**config.mk**
```make
export PLATFORM = sky130hd
export DESIGN_NAME = noc_output_switch
export DESIGN_NICKNAME = d
export VERILOG_FILES = /design/src/rtl/noc_pkg.sv /design/src/rtl/flit_if.sv /design/src/rtl/flit_input_buffer.sv /design/src/rtl/flit_arbiter.sv /design/src/rtl/flit_if_mux.sv /design/src/rtl/flit_output_slice.sv /design/src/rtl/noc_output_switch.sv
export SDC_FILE = /design/constraint.sdc
export NUM_CORES = 1
export LEC_CHECK = 0
export ABC_AREA = 1
export BUFFER_PORTS_ARGS = -buffer_cell sky130_fd_sc_hd__buf_2
export CAP_MARGIN = 20
export CORE_UTILIZATION = 47
export DETAILED_ROUTE_END_ITERATION = 10
export PLACE_DENSITY = 0.68
export SKIP_LAST_GASP = 1
export SLEW_MARGIN = 25
export SYNTH_ARGS = -nofsm -noshare
export SYNTH_HDL_FRONTEND = slang
export SYNTH_SLANG_ARGS = --single-unit
```
**constraint.sdc**
```tcl
create_clock -name i_clk -period 3.85 [get_ports i_clk]
set_input_delay 0.385 -clock i_clk [delete_from_list [all_inputs] [get_ports i_clk]]
set_output_delay 0.385 -clock i_clk [all_outputs]
set_load 0.05 [all_outputs]
```
**src/rtl/noc_pkg.sv**
```systemverilog
package noc_pkg;

  localparam int NUM_INPUTS  = 3;                                      // Inputs sharing this output.
  localparam int NUM_VCS     = 2;                                      // Virtual channels on the link.
  localparam int FLIT_DATA_W = 32;                                     // Payload width in bits.
  localparam int VC_ID_W     = (NUM_VCS > 1) ? $clog2(NUM_VCS) : 1;   // Width of a channel number.
  localparam int FLIT_W      = 2 + VC_ID_W + FLIT_DATA_W;              // Head, tail, channel, payload.
  localparam int HEAD_BIT    = FLIT_W - 1;
  localparam int TAIL_BIT    = FLIT_W - 2;

  typedef logic [VC_ID_W-1:0]     vc_id_t;
  typedef logic [NUM_VCS-1:0]     vc_mask_t;     // One bit per virtual channel.
  typedef logic [FLIT_DATA_W-1:0] flit_data_t;
  typedef logic [FLIT_W-1:0]      flit_t;
  typedef logic [NUM_INPUTS-1:0]  input_sel_t;   // One-hot input select.

  typedef enum logic {
    ARB_IDLE,                                    // Waiting for an eligible head flit.
    ARB_LOCKED                                   // A packet owns the output until its tail.
  } arb_state_t;

  function automatic logic flit_is_head(flit_t flit);
    return flit[HEAD_BIT];
  endfunction

  function automatic logic flit_is_tail(flit_t flit);
    return flit[TAIL_BIT];
  endfunction

  function automatic vc_id_t flit_vc(flit_t flit);
    return flit[FLIT_DATA_W+:VC_ID_W];
  endfunction

  function automatic flit_data_t flit_payload(flit_t flit);
    return flit[FLIT_DATA_W-1:0];
  endfunction

  // Valid mask with only the bit of the flit's own channel set.
  function automatic vc_mask_t flit_vc_mask(flit_t flit);
    return vc_mask_t'(1) << flit_vc(flit);
  endfunction

endpackage

```
**src/rtl/flit_if.sv**
```systemverilog
`timescale 1ns/100ps

interface flit_if;
  import noc_pkg::*;

  vc_mask_t valid;         // At most one bit high, the channel of the flit.
  flit_t    flit;
  vc_mask_t ready;         // A flit moves when valid and ready meet at a rising edge.
  vc_mask_t vc_available;  // Downstream channel may start a new packet.

  modport initiator (
    output valid,
    output flit,
    input  ready,
    input  vc_available
  );

  modport target (
    input  valid,
    input  flit,
    output ready,
    output vc_available
  );

endinterface

```
**src/rtl/flit_input_buffer.sv**
```systemverilog
`timescale 1ns/100ps

module flit_input_buffer (
  input  logic             i_clk,
  input  logic             i_rst_n,
  input  noc_pkg::vc_mask_t i_valid,
  input  noc_pkg::flit_t    i_flit,
  output noc_pkg::vc_mask_t o_ready,
  flit_if.initiator        flit_out_if
);
  import noc_pkg::*;

  flit_t       mem [2];      // Two flit entries.
  logic        wr_ptr_q;
  logic        rd_ptr_q;
  logic [1:0]  count_q;      // Holds 0, 1 or 2.
  logic        push;
  logic        pop;
  flit_t       head_flit;

  assign o_ready   = (count_q < 2'd2) ? '1 : '0;        // Open on every channel until full.
  assign push      = |(i_valid & o_ready);
  assign pop       = |(flit_out_if.valid & flit_out_if.ready);
  assign head_flit = mem[rd_ptr_q];                     // Oldest entry is always offered.

  assign flit_out_if.flit  = head_flit;
  assign flit_out_if.valid = (count_q != 2'd0) ? flit_vc_mask(head_flit) : '0;

  always_ff @(posedge i_clk) begin
    if (push) begin
      mem[wr_ptr_q] <= i_flit;
    end
  end

  always_ff @(posedge i_clk or negedge i_rst_n) begin
    if (!i_rst_n) begin
      wr_ptr_q <= 1'b0;
      rd_ptr_q <= 1'b0;
      count_q  <= 2'd0;
    end else begin
      if (push) begin
        wr_ptr_q <= ~wr_ptr_q;                          // Pointers wrap over two entries.
      end
      if (pop) begin
        rd_ptr_q <= ~rd_ptr_q;
      end
      case ({push, pop})
        2'b10:   count_q <= count_q + 2'd1;
        2'b01:   count_q <= count_q - 2'd1;
        default: count_q <= count_q;                    // Both or neither leave it unchanged.
      endcase
    end
  end

endmodule

```
**src/rtl/flit_arbiter.sv**
```systemverilog
`timescale 1ns/100ps

module flit_arbiter (
  input  logic                                       i_clk,
  input  logic                                       i_rst_n,
  input  logic [noc_pkg::NUM_INPUTS-1:0]             i_head_valid,
  input  noc_pkg::flit_t [noc_pkg::NUM_INPUTS-1:0]   i_head_flit,
  input  noc_pkg::vc_mask_t                          i_out_vc_available,
  input  logic                                       i_xfer,
  output noc_pkg::input_sel_t                        o_select
);
  import noc_pkg::*;

  arb_state_t  state_q;
  input_sel_t  select_q;
  input_sel_t  last_q;       // One-hot marker of the last granted input.
  input_sel_t  eligible;
  input_sel_t  grant;
  flit_t       sel_flit;

  assign o_select = select_q;

  // A head flit is eligible only if its channel downstream can take a new packet.
  always_comb begin
    for (int i = 0; i < NUM_INPUTS; i++) begin
      eligible[i] = i_head_valid[i] && flit_is_head(i_head_flit[i]) &&
                    i_out_vc_available[flit_vc(i_head_flit[i])];
    end
  end

  always_comb begin
    int last_idx;
    int idx;
    last_idx = 0;
    for (int i = 0; i < NUM_INPUTS; i++) begin
      if (last_q[i]) begin
        last_idx = i;
      end
    end
    grant = '0;
    for (int k = 1; k <= NUM_INPUTS; k++) begin   // Search starts just after the last winner.
      idx = (last_idx + k) % NUM_INPUTS;
      if (eligible[idx] && (grant == '0)) begin
        grant[idx] = 1'b1;
      end
    end
  end

  always_comb begin
    sel_flit = '0;
    for (int i = 0; i < NUM_INPUTS; i++) begin
      sel_flit = sel_flit | (i_head_flit[i] & {FLIT_W{select_q[i]}});
    end
  end

  always_ff @(posedge i_clk or negedge i_rst_n) begin
    if (!i_rst_n) begin
      state_q  <= ARB_IDLE;
      select_q <= '0;
      last_q   <= input_sel_t'(1) << (NUM_INPUTS - 1);  // Input 0 wins the first round.
    end else begin
      case (state_q)
        ARB_IDLE: if (|grant) begin
          state_q  <= ARB_LOCKED;
          select_q <= grant;
          last_q   <= grant;
        end
        ARB_LOCKED: if (i_xfer && flit_is_tail(sel_flit)) begin
          state_q  <= ARB_IDLE;                         // Released by the tail transfer.
          select_q <= '0;
        end
        default: state_q <= ARB_IDLE;
      endcase
    end
  end

endmodule

```
**src/rtl/flit_if_mux.sv**
```systemverilog
`timescale 1ns/100ps

module flit_if_mux (
  input  noc_pkg::input_sel_t i_select,
  flit_if.target              flit_in_if [noc_pkg::NUM_INPUTS],
  flit_if.initiator           flit_out_if
);
  import noc_pkg::*;

  vc_mask_t  valid_in [NUM_INPUTS];
  flit_t     flit_in [NUM_INPUTS];
  vc_mask_t  valid_out;
  flit_t     flit_out;

  for (genvar i = 0; i < NUM_INPUTS; i++) begin : g_port
    assign valid_in[i] = flit_in_if[i].valid;
    assign flit_in[i]  = flit_in_if[i].flit;

    // Only the selected input sees the downstream handshake.
    assign flit_in_if[i].ready        = i_select[i] ? flit_out_if.ready : '0;
    assign flit_in_if[i].vc_available = i_select[i] ? flit_out_if.vc_available : '0;
  end

  always_comb begin
    valid_out = '0;
    flit_out  = '0;
    for (int i = 0; i < NUM_INPUTS; i++) begin
      valid_out = valid_out | (valid_in[i] & {NUM_VCS{i_select[i]}});  // One-hot AND-OR.
      flit_out  = flit_out | (flit_in[i] & {FLIT_W{i_select[i]}});
    end
  end

  assign flit_out_if.valid = valid_out;
  assign flit_out_if.flit  = flit_out;

endmodule

```
**src/rtl/flit_output_slice.sv**
```systemverilog
`timescale 1ns/100ps

module flit_output_slice (
  input  logic             i_clk,
  input  logic             i_rst_n,
  flit_if.target           flit_in_if,
  output noc_pkg::vc_mask_t o_out_valid,
  output noc_pkg::flit_t    o_out_flit,
  input  noc_pkg::vc_mask_t i_out_ready,
  input  noc_pkg::vc_mask_t i_out_vc_available,
  output logic             o_in_xfer
);
  import noc_pkg::*;

  logic   full_q;
  flit_t  flit_q;
  logic   leaving;
  logic   accept;

  assign o_out_valid = full_q ? flit_vc_mask(flit_q) : '0;
  assign o_out_flit  = flit_q;
  assign leaving     = |(o_out_valid & i_out_ready);     // Held flit moves on at this edge.

  // Room for a new flit when empty or when the held one is leaving.
  assign flit_in_if.ready        = (!full_q || leaving) ? '1 : '0;
  assign flit_in_if.vc_available = i_out_vc_available;

  assign accept    = |(flit_in_if.valid & flit_in_if.ready);
  assign o_in_xfer = accept;

  always_ff @(posedge i_clk) begin
    if (accept) begin
      flit_q <= flit_in_if.flit;
    end
  end

  always_ff @(posedge i_clk or negedge i_rst_n) begin
    if (!i_rst_n) begin
      full_q <= 1'b0;
    end else if (accept) begin
      full_q <= 1'b1;
    end else if (leaving) begin
      full_q <= 1'b0;
    end
  end

endmodule

```
**src/rtl/noc_output_switch.sv**
```systemverilog
`timescale 1ns/100ps

module noc_output_switch (
  input  logic                                        i_clk,
  input  logic                                        i_rst_n,
  input  noc_pkg::vc_mask_t [noc_pkg::NUM_INPUTS-1:0] i_in_valid,
  input  noc_pkg::flit_t [noc_pkg::NUM_INPUTS-1:0]    i_in_flit,
  output noc_pkg::vc_mask_t [noc_pkg::NUM_INPUTS-1:0] o_in_ready,
  output noc_pkg::vc_mask_t                           o_out_valid,
  output noc_pkg::flit_t                              o_out_flit,
  input  noc_pkg::vc_mask_t                           i_out_ready,
  input  noc_pkg::vc_mask_t                           i_out_vc_available
);
  import noc_pkg::*;

  flit_if in_if [NUM_INPUTS] ();
  flit_if out_if ();

  logic [NUM_INPUTS-1:0]   head_valid;
  flit_t [NUM_INPUTS-1:0]  head_flit;
  input_sel_t              select;
  logic                    xfer;

  for (genvar i = 0; i < NUM_INPUTS; i++) begin : g_input
    flit_input_buffer u_buffer (
      .i_clk       (i_clk        ),
      .i_rst_n     (i_rst_n      ),
      .i_valid     (i_in_valid[i]),
      .i_flit      (i_in_flit[i] ),
      .o_ready     (o_in_ready[i]),
      .flit_out_if (in_if[i]     )
    );

    assign head_valid[i] = |in_if[i].valid;   // The arbiter sees every buffer head.
    assign head_flit[i]  = in_if[i].flit;
  end

  flit_arbiter u_arbiter (
    .i_clk              (i_clk                ),
    .i_rst_n            (i_rst_n              ),
    .i_head_valid       (head_valid           ),
    .i_head_flit        (head_flit            ),
    .i_out_vc_available (out_if.vc_available  ),
    .i_xfer             (xfer                 ),
    .o_select           (select               )
  );

  flit_if_mux u_mux (
    .i_select    (select),
    .flit_in_if  (in_if ),
    .flit_out_if (out_if)
  );

  flit_output_slice u_slice (
    .i_clk              (i_clk             ),
    .i_rst_n            (i_rst_n           ),
    .flit_in_if         (out_if            ),
    .o_out_valid        (o_out_valid       ),
    .o_out_flit         (o_out_flit        ),
    .i_out_ready        (i_out_ready       ),
    .i_out_vc_available (i_out_vc_available),
    .o_in_xfer          (xfer              )
  );

endmodule

```
# Word level (Yosys, flattened, before mapping)
# Memory sizes are Yosys's and may differ from the RTL's.
# Index checks and enable logic that the tools add are counted.
[totals] reg_bits=55 mem_bits_rw=210 elab_cells=171 out_inout_bits=43 inputBits=117 mem_count=3
[memory_table] name="g_input[0].u_buffer.mem" depth=2 word_bits=35 rd=1 rd_ports_with_merged_regs=0 wr=1 line_no="flit_input_buffer.sv:13" rtl="flit_t mem [2];"
[memory_table] name="g_input[1].u_buffer.mem" depth=2 word_bits=35 rd=1 rd_ports_with_merged_regs=0 wr=1 line_no="flit_input_buffer.sv:13"
[memory_table] name="g_input[2].u_buffer.mem" depth=2 word_bits=35 rd=1 rd_ports_with_merged_regs=0 wr=1 line_no="flit_input_buffer.sv:13"
[op_classes] add_sub_neg=9 muxes=54 eq_ne=8 n_lt_le_gt_ge=12 bitwise=27 shift=4 div_mod_pow=3 n_reduce_logical=37
[op_table] cell="AND 35 bit" count=3
[op_table] cell="greater-or-equal comparator 32 x 1 -> 1 bit, second input constant" count=3
[op_table] cell="< comparator 32 x 4 -> 1 bit, second input constant" count=3
[op_table] cell="remainder unit 32 x 3 -> 32 bit, second input constant" count=3
[op_table] cell="bitwise OR 35 bit" count=2
[op_table] cell="two-way mux 1 bit" count=26
[op_table] cell="two-way mux 2 bit" count=12
[op_table] cell="AND 2 bit" count=11
[op_table] cell="OR reduction 2 bit" count=11
[op_table] cell="two-way mux 3 bit" count=5
[op_table] cell="nonzero test 2 bit" count=7
[op_table] cell="logical AND 1 bit" count=12
[op_table] cell="one-hot mux 2 bit (2 select lines)" count=3
[op_table] cell="<< shifter 1 x 1 -> 2 bit, first input constant" count=4
[op_table] cell="NOT 1 bit" count=7
[op_table] cell="adder 2 x 1 -> 2 bit, second input constant" count=3
[op_table] cell="adder 2 x 2 -> 3 bit, second input constant" count=2
[op_table] cell="binary-select mux 1 bit (select 2 bit)" count=3
[op_table] cell="demux 1 bit (select 2 bit)" count=3
[op_table] cell="equality test 2 x 1 -> 1 bit, second input constant" count=3
[op_table] cell="equality test 2 bit, second input constant" count=3
[op_table] cell="logical NOT 3 bit" count=2
[op_table] cell="< comparator 1 x 2 -> 1 bit, second input constant" count=3
[op_table] cell="< comparator 2 bit, second input constant" count=3
[op_table] cell="other kinds (12)" count=17

# Logic depth before layout (Yosys ltp)
# Gate-level depths: netlist of the first run.
# An unclocked memory read counts as a cell.
[logic_depth] ltp_word=19 mapped_depth=18 depth_no_buf=17

# By module
# A second synthesis of the first run with hierarchy kept.
[unflattened] cells_unflattened=982 area_unflattened_um2=11128.2
[by_module_without_submodules] module="flit_input_buffer" n_inst=3 seq_area_each_um2=2202.1 area_per_inst_um2=2806.4 cells_each=214
[by_module_without_submodules] module="flit_output_slice" n_inst=1 seq_area_each_um2=1076.0 area_per_inst_um2=1169.9 cells_each=53
[by_module_without_submodules] module="flit_if_mux" n_inst=1 seq_area_each_um2=0.0 area_per_inst_um2=965.9 cells_each=187
[by_module_without_submodules] module="flit_arbiter" n_inst=1 seq_area_each_um2=151.4 area_per_inst_um2=539.3 cells_each=91
[by_module_without_submodules] module="noc_output_switch" n_inst=1 seq_area_each_um2=0.0 area_per_inst_um2=33.8 cells_each=9

# Least setup slack after synthesis of the first run
# Ideal clock, no wire load.
[synth_path] path_type="register to register" from="register g_input[1].u_buffer.count_q[1]" to="memory g_input[1].u_buffer.mem[0][0] in the netlist's numbering (enable)" required_ns=3.423 setup_slack_ns=0.835 arrival_ns=2.587 period_less_slack_ns=3.015 stages_incl_launch_ff=4 setup_ns=0.427 path_buffers=0 cell_sequence="dfrtp_1 inv_1 o21ai_0 nor2_1"
[synth_rtl] item="start: declaration" line_no="flit_input_buffer.sv:16" rtl="logic [1:0] count_q;"
[synth_rtl] item="start signal: assignment" line_no="flit_input_buffer.sv:48" rtl="2'b10: count_q <= count_q + 2'd1;"
[synth_rtl] item="start signal: assignment" line_no="flit_input_buffer.sv:49" rtl="2'b01: count_q <= count_q - 2'd1;"
[synth_rtl] item="start signal: assignment" line_no="flit_input_buffer.sv:50" rtl="default: count_q <= count_q;"
[synth_rtl] item="end: declaration" line_no="flit_input_buffer.sv:13"

# Worst setup path after layout of the first run
[layout_path] from="register g_input[1].u_buffer.rd_ptr_q" to="register u_arbiter.state_q"
[layout_between] elab_chain_cells=19 word_cells_on_any_way=39 classes_between="shift (1); mux (18); bitwise (9); reduce/logical (10); memory (1)"
[layout_rtl] item="start: declaration" line_no="flit_input_buffer.sv:15" rtl="logic rd_ptr_q;"
[layout_rtl] item="start signal: assignment" line_no="flit_input_buffer.sv:45" rtl="rd_ptr_q <= ~rd_ptr_q;"
[layout_rtl] item="memory read (2 x 35 bit) (*)"
[layout_rtl] item="<< shifter 1 x 1 -> 2 bit" line_no="noc_pkg.sv:40" rtl="return vc_mask_t'(1) << flit_vc(flit);"
[layout_rtl] item="two-way mux 2 bit" line_no="flit_input_buffer.sv:27" rtl="assign flit_out_if.valid = (count_q != 2'd0) ? flit_vc_mask(head_flit) : '0;"
[layout_rtl] item="OR reduction 2 bit" line_no="noc_output_switch.sv:34" rtl="assign head_valid[i] = |in_if[i].valid;"
[layout_rtl] item="logical AND 1 bit (2 in a row)" line_no="flit_arbiter.sv:26" rtl="eligible[i] = i_head_valid[i] && flit_is_head(i_head_flit[i]) &&"
[layout_rtl] item="binary-select mux 1 bit (select 2 bit)" line_no="flit_arbiter.sv:43" rtl="if (eligible[idx] && (grant == '0)) begin"
[layout_rtl] item="two-way mux 1 bit (not written as such) (2 in a row)" line_no="flit_arbiter.sv:43"
[layout_rtl] item="two-way mux 3 bit" line_no="flit_arbiter.sv:43"
[layout_rtl] item="logical NOT 3 bit" line_no="flit_arbiter.sv:43"
[layout_rtl] item="logical AND 1 bit" line_no="flit_arbiter.sv:43"
[layout_rtl] item="two-way mux 3 bit" line_no="flit_arbiter.sv:43"
[layout_rtl] item="logical NOT 3 bit" line_no="flit_arbiter.sv:43"
[layout_rtl] item="logical AND 1 bit" line_no="flit_arbiter.sv:43"
[layout_rtl] item="two-way mux 3 bit" line_no="flit_arbiter.sv:43"
[layout_rtl] item="OR reduction 3 bit" line_no="flit_arbiter.sv:63" rtl="ARB_IDLE: if (|grant) begin"
[layout_rtl] item="two-way mux 1 bit" line_no="flit_arbiter.sv:63"
[layout_rtl] item="one-hot mux 1 bit (2 select lines) (*)" line_no="flit_arbiter.sv:62" rtl="case (state_q)"
[layout_rtl] item="end signal: assignment" line_no="flit_arbiter.sv:64" rtl="state_q <= ARB_LOCKED;"
[layout_rtl] item="end signal: assignment" line_no="flit_arbiter.sv:69" rtl="state_q <= ARB_IDLE;"
[layout_rtl] item="end signal: assignment" line_no="flit_arbiter.sv:72" rtl="default: state_q <= ARB_IDLE;"
[layout_rtl] item="end: declaration" line_no="flit_arbiter.sv:14" rtl="arb_state_t state_q;"
# Mark *: on every way between the ends. The rest lies on a longest branch, timed or not. The select of a mux whose other input is x is not followed.
# A chain may end at the register's enable or synchronous reset.

==> results of run 1 <==
-- per-stage QoR --
step	utilization	power (mW)	setup WS (ns)	instance area, µm²
detailed placement	0.5349	8.470	1.327	11280
finish	0.5759	10.92	1.272	12140
floorplan	-	7.263	0.8352	10120
global route	0.5759	11.48	0.9537	12140
global placement	0.5323	8.336	1.384	11230
CTS	0.5759	11.00	1.289	12140
-- kinds of logic (layout without fill, tap and decap cells) --
logic type | count (synthesis) | count (layout)
AOI/OAI and AO/OA | 152 | 152
xor gates and xnor gates | 12 | 12
adders and majority gates | 3 | 3
buffers and inverters | 69 | 255
DFF | 264 | 264
and+or+nand+nor | 224 | 224
-- area by class of cell --
class                      instances  area, µm²  area share
timing repair buffer             171      928.4     0.07645
tap                              275      344.1     0.02833
inverter                          36      145.1     0.01195
clock inverter                    12      133.9     0.01102
sequential                       264       7838      0.6454
clock buffer                      36      719.4     0.05924
multi-input combinational        391       2036      0.1676
-- path summary, 6_finish.rpt --
| kind | end | slack (ns) | cells past startpoint |
|---|---|---|---|
| worst max-delay path | u_arbiter.state_q | 1.27 | 13 |
| worst min-delay path | g_input[2].u_buffer.mem[0][19] | 0.05 | 1 |
| worst max register to register | u_arbiter.state_q | 1.27 | 13 |
| worst min register to register | g_input[2].u_buffer.count_q[0] | 0.53 | 1 |
| max in group asynchronous | g_input[2].u_buffer.rd_ptr_q | 3.14 | 2 |
| min in group asynchronous | u_slice.full_q | 0.35 | 2 |
-- worst max-delay path: cells and delay by family (launching register included) --
kind / cells / cell delay (ns)
buf+inv: 2 / 0.38
flops: 1 / 0.88
simple gates: 11 / 1.17
-- power by group --
group	internal [mW]	switching, mW
sequential	4.31	0.378
clock	1.51	1.02
combinational	0.903	2.81
total	6.72	4.21
-- placed cells by master (no fill, tap or decap), types with 2 or more instances in the layout --
| cell | count |
|---|---|
| xor2_1 | 9 |
| buf_4 | 9 |
| clkbuf_16 | 27 |
| inv_6 | 2 |
| nor2_2 | 3 |
| dfrtp_2 | 3 |
| o21bai_1 | 3 |
| buf_2 | 159 |
| inv_4 | 2 |
| o221ai_1 | 34 |
| clkinv_2 | 4 |
| nand2_1 | 43 |
| o21ai_1 | 2 |
| o21ai_0 | 106 |
| bufinv_16 | 3 |
| nand3_1 | 6 |
| nand4_1 | 2 |
| buf_16 | 2 |
| dfrtp_1 | 15 |
| clkinv_1 | 5 |
| a21oi_1 | 3 |
| clkbuf_1 | 8 |
| ha_1 | 3 |
| xnor2_1 | 3 |
| nor2_4 | 6 |
| edfxtp_1 | 245 |
| inv_1 | 31 |
| nor2_1 | 144 |
| nand2_2 | 14 |
| nand3_2 | 3 |
| o211ai_1 | 2 |
-- per-layer routing --
layer | vias to the layer above | share of wire | GRT usage
met1 | 3053 | 0.41 | 0.2806
met3 | 34 | 0.073 | 0.03517
met4 | 0 | 0.017 | 0.06224
met2 | 260 | 0.50 | 0.3764
met5 | - | 0 | 0
li1 | 2971 | - | -
-- timing repair --
action,CTS,global route
hold endpoints to repair,18,0
setup endpoints to repair,0,0
hold buffers,1,0
-- registers in the layout, summed over array words and instances (netlist names), 2 cells and up --
signal,flops
g_input.u_buffer.count_q,6
g_input.u_buffer.mem,210
g_input.u_buffer.rd_ptr_q,3
g_input.u_buffer.wr_ptr_q,3
u_arbiter.last_q,2
u_arbiter.o_select,3
u_slice.o_out_flit,35
==> run summary, run 1 <==
clock root buffer = clkbuf_16
Ant. Diodes = 0
pwr dens = 899.4 nW/µm²
post-CTS setup buffer count = 0
total CTS buffers = 27
Tightest Pin Transition = 0.9694 ns
CTS Sinks = 264
post-synth top area share = 0.7267
Final Net Count = 1,011
die area = 22,130 µm²
Hold/Removal Path Class = input port to flop
Synth area leader = edfxtp_1
synth warn = 0
Critical Path RT = 4.25 ns
WL/cell = 19.69 µm
Reg clk slew, reported paths = 0.06 ns
Post-DRT Antenna Nets = 0
Hold Crit Start = i_in_flit[89]
Hold Vio Cnt, Final = 0
Syn-to-layout area delta = 19.96%
Commonest cells post-synth = edfxtp_1 (245), nor2_1 (150), o21ai_0 (107)
Worst Path Arrival = 2.98 ns
global route total overflow = 0
Die Y = 148.8 µm
Post-Synth Adder-Cell Area = 0.003708
top_reg_cell synth = edfxtp_1
Initial Util = 0.4801
main area contributors after synthesis = edfxtp_1 (73%), nor2_1 (5.6%), o21ai_0 (5.3%), dfrtp_1 (4.4%), o221ai_1 (2.9%)
CP max-delay cell = dfrtp_2
Iter 0 DRT Violations = 492
post-synthesis mux area share = 0
crit-path most repeated cell = nand2_1
crit path cell chain = inv_6, nand2_2, nand2_2, nand2_1, nand3_2, nand2_1, nand3_1, nand4_1, nand2_1, nand2_1, inv_1, nor2_2, nand2_1
# port buffers = 159
initial antenna violation count = 0
hold_ws = 0.05043 ns
CTS tree = yes
core area = 21,090 µm²
layout cell share with drive strength beyond 1 = 0.2681
RSZ-0062 raised after global routing = false
synthesized instance count = 724
TNS Setup = 0 ns
first-pass GRT wire length = 35,400 µm
normalized max-slew margin = 0.3528
fmax = 388.0 MHz
fill count = 1,670
Slew Limit Fails = 0
Tmin final = 2.578 ns
Post-synth EDFFs = 245
Tcrit/Tclk final = 0.6695
CTS resizes = 0
Leak = 4.576 nW
vias in the first global route = 6,326
number of synthesized register bits = 264
Clock Skew = 0.01926 ns
syn_nets = 844
crit end category = flop
placed cell count = 1,136
Synth Area in Compound Gates = 0.08973
Tot GR Track Use = 0.2164
Mean Syn Cell Area = 13.98 µm²
status = finished clean
Seq/Total Area, Yosys = 0.7738
Max Cap Viol = 0
Worst Setup Path Type = flop to flop
H-tree Lvls = 1
worst IR drop on VDD = 0.5183 mV
routability cong. = 0.7856
largest net degree at the start of global routing = 38
Final setup viols = 0
crit-path max FO = 37
routed vias/inst = 5.332
Distinct cells, synth = 32
num rows = 53
main combinational cell family by area after synthesis = simple AND/OR/NAND/NOR gates
worst setup path start = g_input[1].u_buffer.rd_ptr_q
most common cell in the netlist = edfxtp_1
DR vias = 6,318
fin cells = 1,185
Mapped Area = 10,120 µm²
startpoint types = flop
slowest stage delay, CP = 0.88 ns
Post-Synth XOR/XNOR Area = 0.01038
num ports = 160
hpwl dp = 14,310 µm
DRT Wirelength = 23,330 µm
Max Root-Sink Buffers = 3
Clock Latency Late Sink = 0.52 ns
simple-gate share of the synthesized area = 0.09282
Detailed Routing Iterations Pass 1 = 5
Reg-to-Reg Start = g_input[1].u_buffer.rd_ptr_q
Die W = 148.8 µm
Residual DRC = 0
ys async rst share = 0.07197
Power figures use the tool's default switching activity.
==> run 2: changes to the inputs <==
--- a/config.mk
+++ b/config.mk
@@ -5,12 +5,12 @@
 export SDC_FILE = /design/constraint.sdc
 export NUM_CORES = 1
 export LEC_CHECK = 0
-export ABC_AREA = 1
+export ABC_AREA = 0
 export BUFFER_PORTS_ARGS = -buffer_cell sky130_fd_sc_hd__buf_2
 export CAP_MARGIN = 20
 export CORE_UTILIZATION = 47
 export DETAILED_ROUTE_END_ITERATION = 10
-export PLACE_DENSITY = 0.68
+export PLACE_DENSITY = 0.71
 export SKIP_LAST_GASP = 1
 export SLEW_MARGIN = 25
 export SYNTH_ARGS = -nofsm -noshare
==> constraint.sdc (replaced) <==
create_clock -name i_clk -period 2.35 [get_ports i_clk]
set_input_delay 0.235 -clock i_clk [delete_from_list [all_inputs] [get_ports i_clk]]
set_output_delay 0.235 -clock i_clk [all_outputs]
set_load 0.05 [all_outputs]
==> run 2 against run 1 <==
Sequential power increased by 56%. Die area is 0.94% higher. Total power grew 54%. Sequential share of layout area down 5.6 points. Global-route usage down 0.95 points. Clock-buffer cell count decreased by 3. Worst hold slack better by 0.14 ns. Synthesized cell count down 24%. Non-clock buffer count up 118. Core utilization rose by 5.3 points. Clock skew fell by 0.0081 ns.
==> run summary, run 2 <==
status = finished clean (unchanged)
Mapped Area = 10,220 µm² (was 10,120 µm²)
DRT Wirelength = 22,900 µm (was 23,330 µm)
total CTS buffers = 26 (was 27)
vias in the first global route = 6,463 (was 6,326)
H-tree Lvls = 1 (unchanged)
Max Cap Viol = 0 (unchanged)
Tmin final = 1.968 ns (was 2.578 ns)
final instance area = 13,300 µm² (was 12,140 µm²)
num ports = 160 (unchanged)
Post-synth EDFFs = 245 (unchanged)
max reg flops = 210 (unchanged)
largest net degree at the start of global routing = 36 (was 38)
layout cell share with drive strength beyond 1 = 0.3930 (was 0.2681)
Hold/Removal Path Class = input port to flop (unchanged)
CTS tree = yes (unchanged)
Tot GR Track Use = 0.2069 (was 0.2164)
dpl cell area = 11,490 µm² (was 11,280 µm²)
Final setup viols = 0 (unchanged)
Worst Setup Path Type = flop to flop (unchanged)
number of synthesized register bits = 264 (unchanged)
crit end category = flop (unchanged)
Ant. Diodes = 0 (unchanged)
final setup margin = 0.3824 ns (was 1.272 ns)
DR vias = 5,951 (was 6,318)
Commonest cells post-synth = edfxtp_1 (245), mux2_2 (100), inv_1 (44) (was edfxtp_1 (245), nor2_1 (150), o21ai_0 (107))
pre-CTS setup slack = 0.4110 ns (was 1.327 ns)
Clock Skew = 0.01120 ns (was 0.01926 ns)
Initial Util = 0.4831 (was 0.4801)
Iter 0 DRT Violations = 518 (was 492)
commonest non-fill, non-tap cell in the layout = edfxtp_1 (unchanged)
Reg clk slew, reported paths = 0.06 ns (about the same)
main area contributors after synthesis = edfxtp_1 (72%), mux2_2 (11%), dfrtp_1 (4.4%), a222oi_1 (3.3%), inv_1 (1.6%) (was edfxtp_1 (73%), nor2_1 (5.6%), o21ai_0 (5.3%), dfrtp_1 (4.4%), o221ai_1 (2.9%))
Seq/Total Area, Yosys = 0.7665 (was 0.7738)
pwr dens = 1261 nW/µm² (was 899.4 nW/µm²)
Residual DRC = 0 (unchanged)
Critical Path RT = 2.75 ns (was 4.25 ns)
Clock Latency Late Sink = 0.52 ns (about the same)
most common cell in the netlist = edfxtp_1 (unchanged)
WL/cell = 20.27 µm (was 19.69 µm)
crit path cell chain = o21ai_0, and3_1, o31ai_1, o41ai_4, a32o_2 (was inv_6, nand2_2, nand2_2, nand2_1, nand3_2, nand2_1, nand3_1, nand4_1, nand2_1, nand2_1, inv_1, nor2_2, nand2_1)
worst IR drop on VDD = 0.6394 mV (was 0.5183 mV)
# port buffers = 159 (unchanged)
Worst Path Arrival = 2.37 ns (was 2.98 ns)
global route total overflow = 0 (unchanged)
Detailed Routing Iterations Pass 1 = 6 (was 5)
Most flops, register = g_input.u_buffer.mem (unchanged)
Tightest Pin Transition = 1.014 ns (was 0.9694 ns)
routed vias/inst = 5.266 (was 5.332)
Syn-to-layout area delta = 30.12% (was 19.96%)
fmax = 508.2 MHz (was 388.0 MHz)
num rows = 53 (unchanged)
core area = 21,150 µm² (was 21,090 µm²)
Synth area leader = edfxtp_1 (unchanged)
slowest stage delay, CP = 0.59 ns (was 0.88 ns)
clock root buffer = clkbuf_16 (unchanged)
Die Y = 149.5 µm (was 148.8 µm)
Leak = 5.129 nW (was 4.576 nW)
Post-DRT Antenna Nets = 0 (unchanged)
synthesized instance count = 549 (was 724)
syn_nets = 669 (was 844)
Final Net Count = 957 (was 1,011)
Hold Vio Cnt, Final = 0 (unchanged)
routability cong. = 0.8371 (was 0.7856)
CTS resizes = 0 (unchanged)
TNS Setup = 0 ns (unchanged)
post-synth top area share = 0.7199 (was 0.7267)
Die W = 149.5 µm (was 148.8 µm)
top_reg_cell synth = edfxtp_1 (unchanged)
most frequent cells in the layout = edfxtp_1 (245), buf_2 (159), dlygate4sd3_1 (106) (was edfxtp_1 (245), buf_2 (159), nor2_1 (144))
Slew Limit Fails = 0 (unchanged)
Max Root-Sink Buffers = 3 (unchanged)
Distinct cells, synth = 41 (was 32)
RSZ-0062 raised after global routing = false (unchanged)
crit-path max FO = 17 (was 37)
Tcrit/Tclk final = 0.8373 (was 0.6695)
CTS Sinks = 264 (unchanged)
first-pass GRT wire length = 34,310 µm (was 35,400 µm)
CP max-delay cell = dfrtp_2 (unchanged)
synth warn = 0 (unchanged)
die area = 22,340 µm² (was 22,130 µm²)
normalized max-slew margin = 0.3168 (was 0.3528)
hold_ws = 0.1874 ns (was 0.05043 ns)
Final Core Density = 0.6286 (was 0.5759)
Mean Syn Cell Area = 18.62 µm² (was 13.98 µm²)
startpoint types = flop (unchanged)
initial antenna violation count = 0 (unchanged)
hpwl dp = 14,720 µm (was 14,310 µm)
ys async rst share = 0.07197 (unchanged)
run 2: cell types whose count changed after synthesis, sizes merged, moves of 11 or more:
cell / before / now
mux2: 0 / 103
o21ai: 108 / 10
clkbuf: 26 / 15
o221ai: 34 / 1
nand2: 57 / 1
nor2: 153 / 16
a222oi: 0 / 34
run 2: final timing paths:
kind,endpoint,slack (ns),from,cells past startpoint
max,u_arbiter.o_select[1],0.38,u_arbiter.o_select[1],5
max reg2reg,u_arbiter.o_select[1],0.38,u_arbiter.o_select[1],5
min reg2reg,g_input[2].u_buffer.count_q[0],0.54,g_input[2].u_buffer.count_q[0],1
min in group asynchronous,g_input[1].u_buffer.count_q[0],0.22,i_rst_n,2
min,g_input[2].u_buffer.wr_ptr_q,0.19,i_in_valid[5],4
max in group asynchronous,g_input[2].u_buffer.rd_ptr_q,1.75,i_rst_n,2
run 2: critical path, delay by kind of cell (launching register included):
kind	cells	cell delay (ns)
AO/OA/AOI/OAI	4	1.02
flip-flops	1	0.59
AND/OR/NAND/NOR	1	0.24
run 2: repair_timing:
| action | 4_1_cts | 5_1_grt |
|---|---|---|
| hold buffers | 106 | 0 |
| buffers inserted | 0 | 0 |
| hold endpoints to repair | 228 | 0 |
run 2: logic make-up (layout without fill, tap and decap cells):
logic type / count (synthesis) / count (layout) / synth area share
flops: 264 / 264 / 0.7665
mux: 110 / 110 / 0.1223
xor+xnor: 15 / 15 / 0.01286
fa+ha+maj: 3 / 3 / 0.003673
buf+inv: 73 / 379 / 0.02951
compound gates: 56 / 56 / 0.04971
simple gates: 28 / 28 / 0.01543
run 2: per-layer routing:
layer,part of all wire,track usage,routed length (µm)
met5,0,0,0
met4,0.032,0.07755,729
met3,0.054,0.02896,1236
met2,0.53,0.3847,12050
met1,0.39,0.2405,8882
run 2: layout make-up:
type,instances,area [µm²]
clock buffer,33,698.2
clock inverter,13,52.55
fill,1510,7856
inverter,44,165.2
multi-input combinational,212,2137
sequential,264,7839
tap,275,344.1
timing repair buffer,289,2062
run 2: power by group:
part	internal (mW)	switching, mW
clock network	2.08	1.61
registers	6.85	0.471
logic	2.07	3.69
total	11.0	5.78
run 2: per-stage QoR:
stage                     cells  power (mW)
after floorplan             549       11.32
after detailed placement    978       13.08
final                      1130       16.77
after CTS                  1130       16.92
after global routing       1130       17.50
after global placement      978       12.90
==> run 3: changes to the inputs <==
--- a/config.mk
+++ b/config.mk
@@ -5,12 +5,12 @@
 export SDC_FILE = /design/constraint.sdc
 export NUM_CORES = 1
 export LEC_CHECK = 0
-export ABC_AREA = 0
+export ABC_AREA = 1
 export BUFFER_PORTS_ARGS = -buffer_cell sky130_fd_sc_hd__buf_2
 export CAP_MARGIN = 20
 export CORE_UTILIZATION = 47
 export DETAILED_ROUTE_END_ITERATION = 10
-export PLACE_DENSITY = 0.71
+export PLACE_DENSITY = 0.68
 export SKIP_LAST_GASP = 1
 export SLEW_MARGIN = 25
 export SYNTH_ARGS = -nofsm -noshare
==> constraint.sdc (replaced) <==
create_clock -name i_clk -period 2 [get_ports i_clk]
set_input_delay 0.2 -clock i_clk [delete_from_list [all_inputs] [get_ports i_clk]]
set_output_delay 0.2 -clock i_clk [all_outputs]
set_load 0.05 [all_outputs]
==> run 3 against run 2 <==
Clock power rose by 32%. Worst setup slack got worse by 0.21 ns. Sequential share of layout area fell by 0.36 points. Sequential power is 21% higher. Clock skew about the same. Core utilization rose by 0.58 points. Total power up 29%. Die area is 0.93% lower. Largest cell class unchanged. Non-clock buffer count increased by 7. Worst hold slack worse by 0.11 ns.
==> run summary, run 3 (same netlist as run 1, synthesis figures left out) <==
layout cell share with drive strength beyond 1 = 0.2657 (was 0.3930)
status = finished clean (unchanged)
Most flops, register = g_input.u_buffer.mem (unchanged)
r2r endpoint = g_input[0].u_buffer.count_q[1] (was u_arbiter.o_select[1])
hpwl dp = 14,920 µm (was 14,720 µm)
crit end category = flop (unchanged)
die area = 22,130 µm² (was 22,340 µm²)
first-pass GRT wire length = 37,630 µm (was 34,310 µm)
# port buffers = 159 (unchanged)
H-tree Lvls = 1 (unchanged)
Die Y = 148.8 µm (was 149.5 µm)
Max Root-Sink Buffers = 3 (unchanged)
crit-path max FO = 4 (was 17)
Worst Path Arrival = 2.23 ns (was 2.37 ns)
Slew Limit Fails = 0 (unchanged)
clock root buffer = clkbuf_16 (unchanged)
Detailed Routing Iterations Pass 1 = 5 (was 6)
worst IR drop on VDD = 0.7888 mV (was 0.6394 mV)
max reg flops = 210 (unchanged)
core area = 21,090 µm² (was 21,150 µm²)
DRT Wirelength = 24,910 µm (was 22,900 µm)
Tcrit/Tclk final = 0.9146 (was 0.8373)
Initial Util = 0.4801 (was 0.4831)
Critical Path RT = 2.40 ns (was 2.75 ns)
Tmin final = 1.829 ns (was 1.968 ns)
Clock Skew = 0.01143 ns (was 0.01120 ns)
largest net degree at the start of global routing = 36 (unchanged)
num ports = 160 (unchanged)
area of the multi-input gates = 2053 µm² (was 2137 µm²)
total CTS buffers = 27 (was 26)
Tot GR Track Use = 0.2307 (was 0.2069)
Max Cap Viol = 0 (unchanged)
Hold Vio Cnt, Final = 0 (unchanged)
Final setup viols = 0 (unchanged)
final instance area = 13,380 µm² (was 13,300 µm²)
Syn-to-layout area delta = 32.15% (was 30.12%)
commonest non-fill, non-tap cell in the layout = edfxtp_1 (unchanged)
Hold Crit Start = i_out_ready[0] (was i_in_valid[5])
Die W = 148.8 µm (was 149.5 µm)
hold_ws = 0.08107 ns (was 0.1874 ns)
CTS Sinks = 264 (unchanged)
Tightest Pin Transition = 0.7641 ns (was 1.014 ns)
routed vias/inst = 5.259 (was 5.266)
startpoint types = flop (unchanged)
pre-CTS setup slack = 0.1725 ns (was 0.4110 ns)
fill count = 1,561 (was 1,510)
Worst Setup Path Type = flop to flop (unchanged)
placed cell count = 1,154 (was 978)
Leak = 5.085 nW (was 5.129 nW)
Residual DRC = 0 (unchanged)
fmax = 546.7 MHz (was 508.2 MHz)
RSZ-0062 raised after global routing = false (unchanged)
Final Net Count = 1,136 (was 957)
global route total overflow = 0 (unchanged)
CTS tree = yes (unchanged)
hold path cells = 6 (was 4)
hold path endpoint = u_slice.full_q (was g_input[2].u_buffer.wr_ptr_q)
pwr dens = 1618 nW/µm² (was 1261 nW/µm²)
routability cong. = 0.8289 (was 0.8371)
Hold/Removal Path Class = input port to flop (unchanged)
Ant. Diodes = 0 (unchanged)
num rows = 53 (unchanged)
normalized max-slew margin = 0.4871 (was 0.3168)
Reg clk slew, reported paths = 0.06 ns (about the same)
fin cells = 1,310 (was 1,130)
most frequent cells in the layout = edfxtp_1 (245), buf_2 (159), nor2_1 (143) (was edfxtp_1 (245), buf_2 (159), dlygate4sd3_1 (106))
initial antenna violation count = 0 (unchanged)
vias in the first global route = 6,929 (was 6,463)
final setup margin = 0.1707 ns (was 0.3824 ns)
Iter 0 DRT Violations = 439 (was 518)
FF+latch area = 7838 µm² (was 7839 µm²)
Reg-to-Reg Start = g_input[0].u_buffer.count_q[1] (was u_arbiter.o_select[1])
DR vias = 6,889 (was 5,951)
R2R depth = 6 (was 5)
dpl cell area = 11,450 µm² (was 11,490 µm²)
Post-DRT Antenna Nets = 0 (unchanged)
WL/cell = 19.01 µm (was 20.27 µm)
Clock Latency Late Sink = 0.52 ns (about the same)
Worst R2R Setup Slack = 0.17 ns (was 0.38 ns)
run 3: area by class of cell:
| class | instances | share of cell area |
|---|---|---|
| sequential | 264 | 0.5859 |
| timing repair buffer | 296 | 0.1590 |
| multi-input combinational | 391 | 0.1535 |
| clock buffer | 33 | 0.05219 |
| tap | 275 | 0.02572 |
| inverter | 36 | 0.01216 |
| clock inverter | 15 | 0.01160 |
run 3: where the power goes:
group	switching [mW]	leakage (nW)	internal (mW)
Clock	1.99	0.415	2.86
Sequential	0.626	2.51	8.27
Combinational	5.74	2.16	2.15
run 3: per-stage QoR:
| stage | TNS [ns] | utilization | power [mW] |
|---|---|---|---|
| floorplan | -8.698 | - | 14.11 |
| global placement | 0 | 0.5428 | 16.54 |
| detailed placement | 0 | 0.5428 | 16.66 |
| CTS | 0 | 0.6336 | 21.67 |
| global route | 0 | 0.6344 | 22.69 |
| finish | 0 | 0.6344 | 21.65 |
run 3: worst max path at each step:
stage,from,to,slack (ns),cells after the start
final,g_input[0].u_buffer.count_q[1],g_input[0].u_buffer.count_q[1],0.17,6
after global routing,g_input[0].u_buffer.rd_ptr_q,u_arbiter.o_select[1],0.005,15
after CTS,g_input[0].u_buffer.count_q[1],g_input[0].u_buffer.count_q[1],0.16,6
after detailed placement,g_input[0].u_buffer.count_q[1],g_input[0].u_buffer.count_q[1],0.17,6
after global placement,g_input[0].u_buffer.count_q[1],g_input[0].u_buffer.count_q[1],0.22,6
after floorplan,u_slice.o_out_flit[32],u_arbiter.o_select[2],-0.31,9
run 3: worst max-delay path, stage by stage, from the launching register on:
cell	delay [ns]
dfrtp_1	0.42
clkinvlp_4	0.15
o21ai_1	0.43
ha_1	0.37
a21oi_1	0.12
o21ai_1	0.09
xor2_1	0.14
run 3: metal layers:
layer / track usage / vias to the layer above / share of wire
li1: - / 3220 / -
met5: 0 / - / 0
met1: 0.3074 / 3322 / 0.40
met2: 0.3925 / 306 / 0.50
met3: 0.03058 / 41 / 0.076
met4: 0.07704 / 0 / 0.021
run 3: repair_timing:
action / 4_1_cts / 5_1_grt
endpoints found under the hold margin: 229 / 0
resized for setup: 0 / 1
hold buffers: 106 / 0
setup endpoints to repair: 0 / 5
setup buffers: 0 / 2
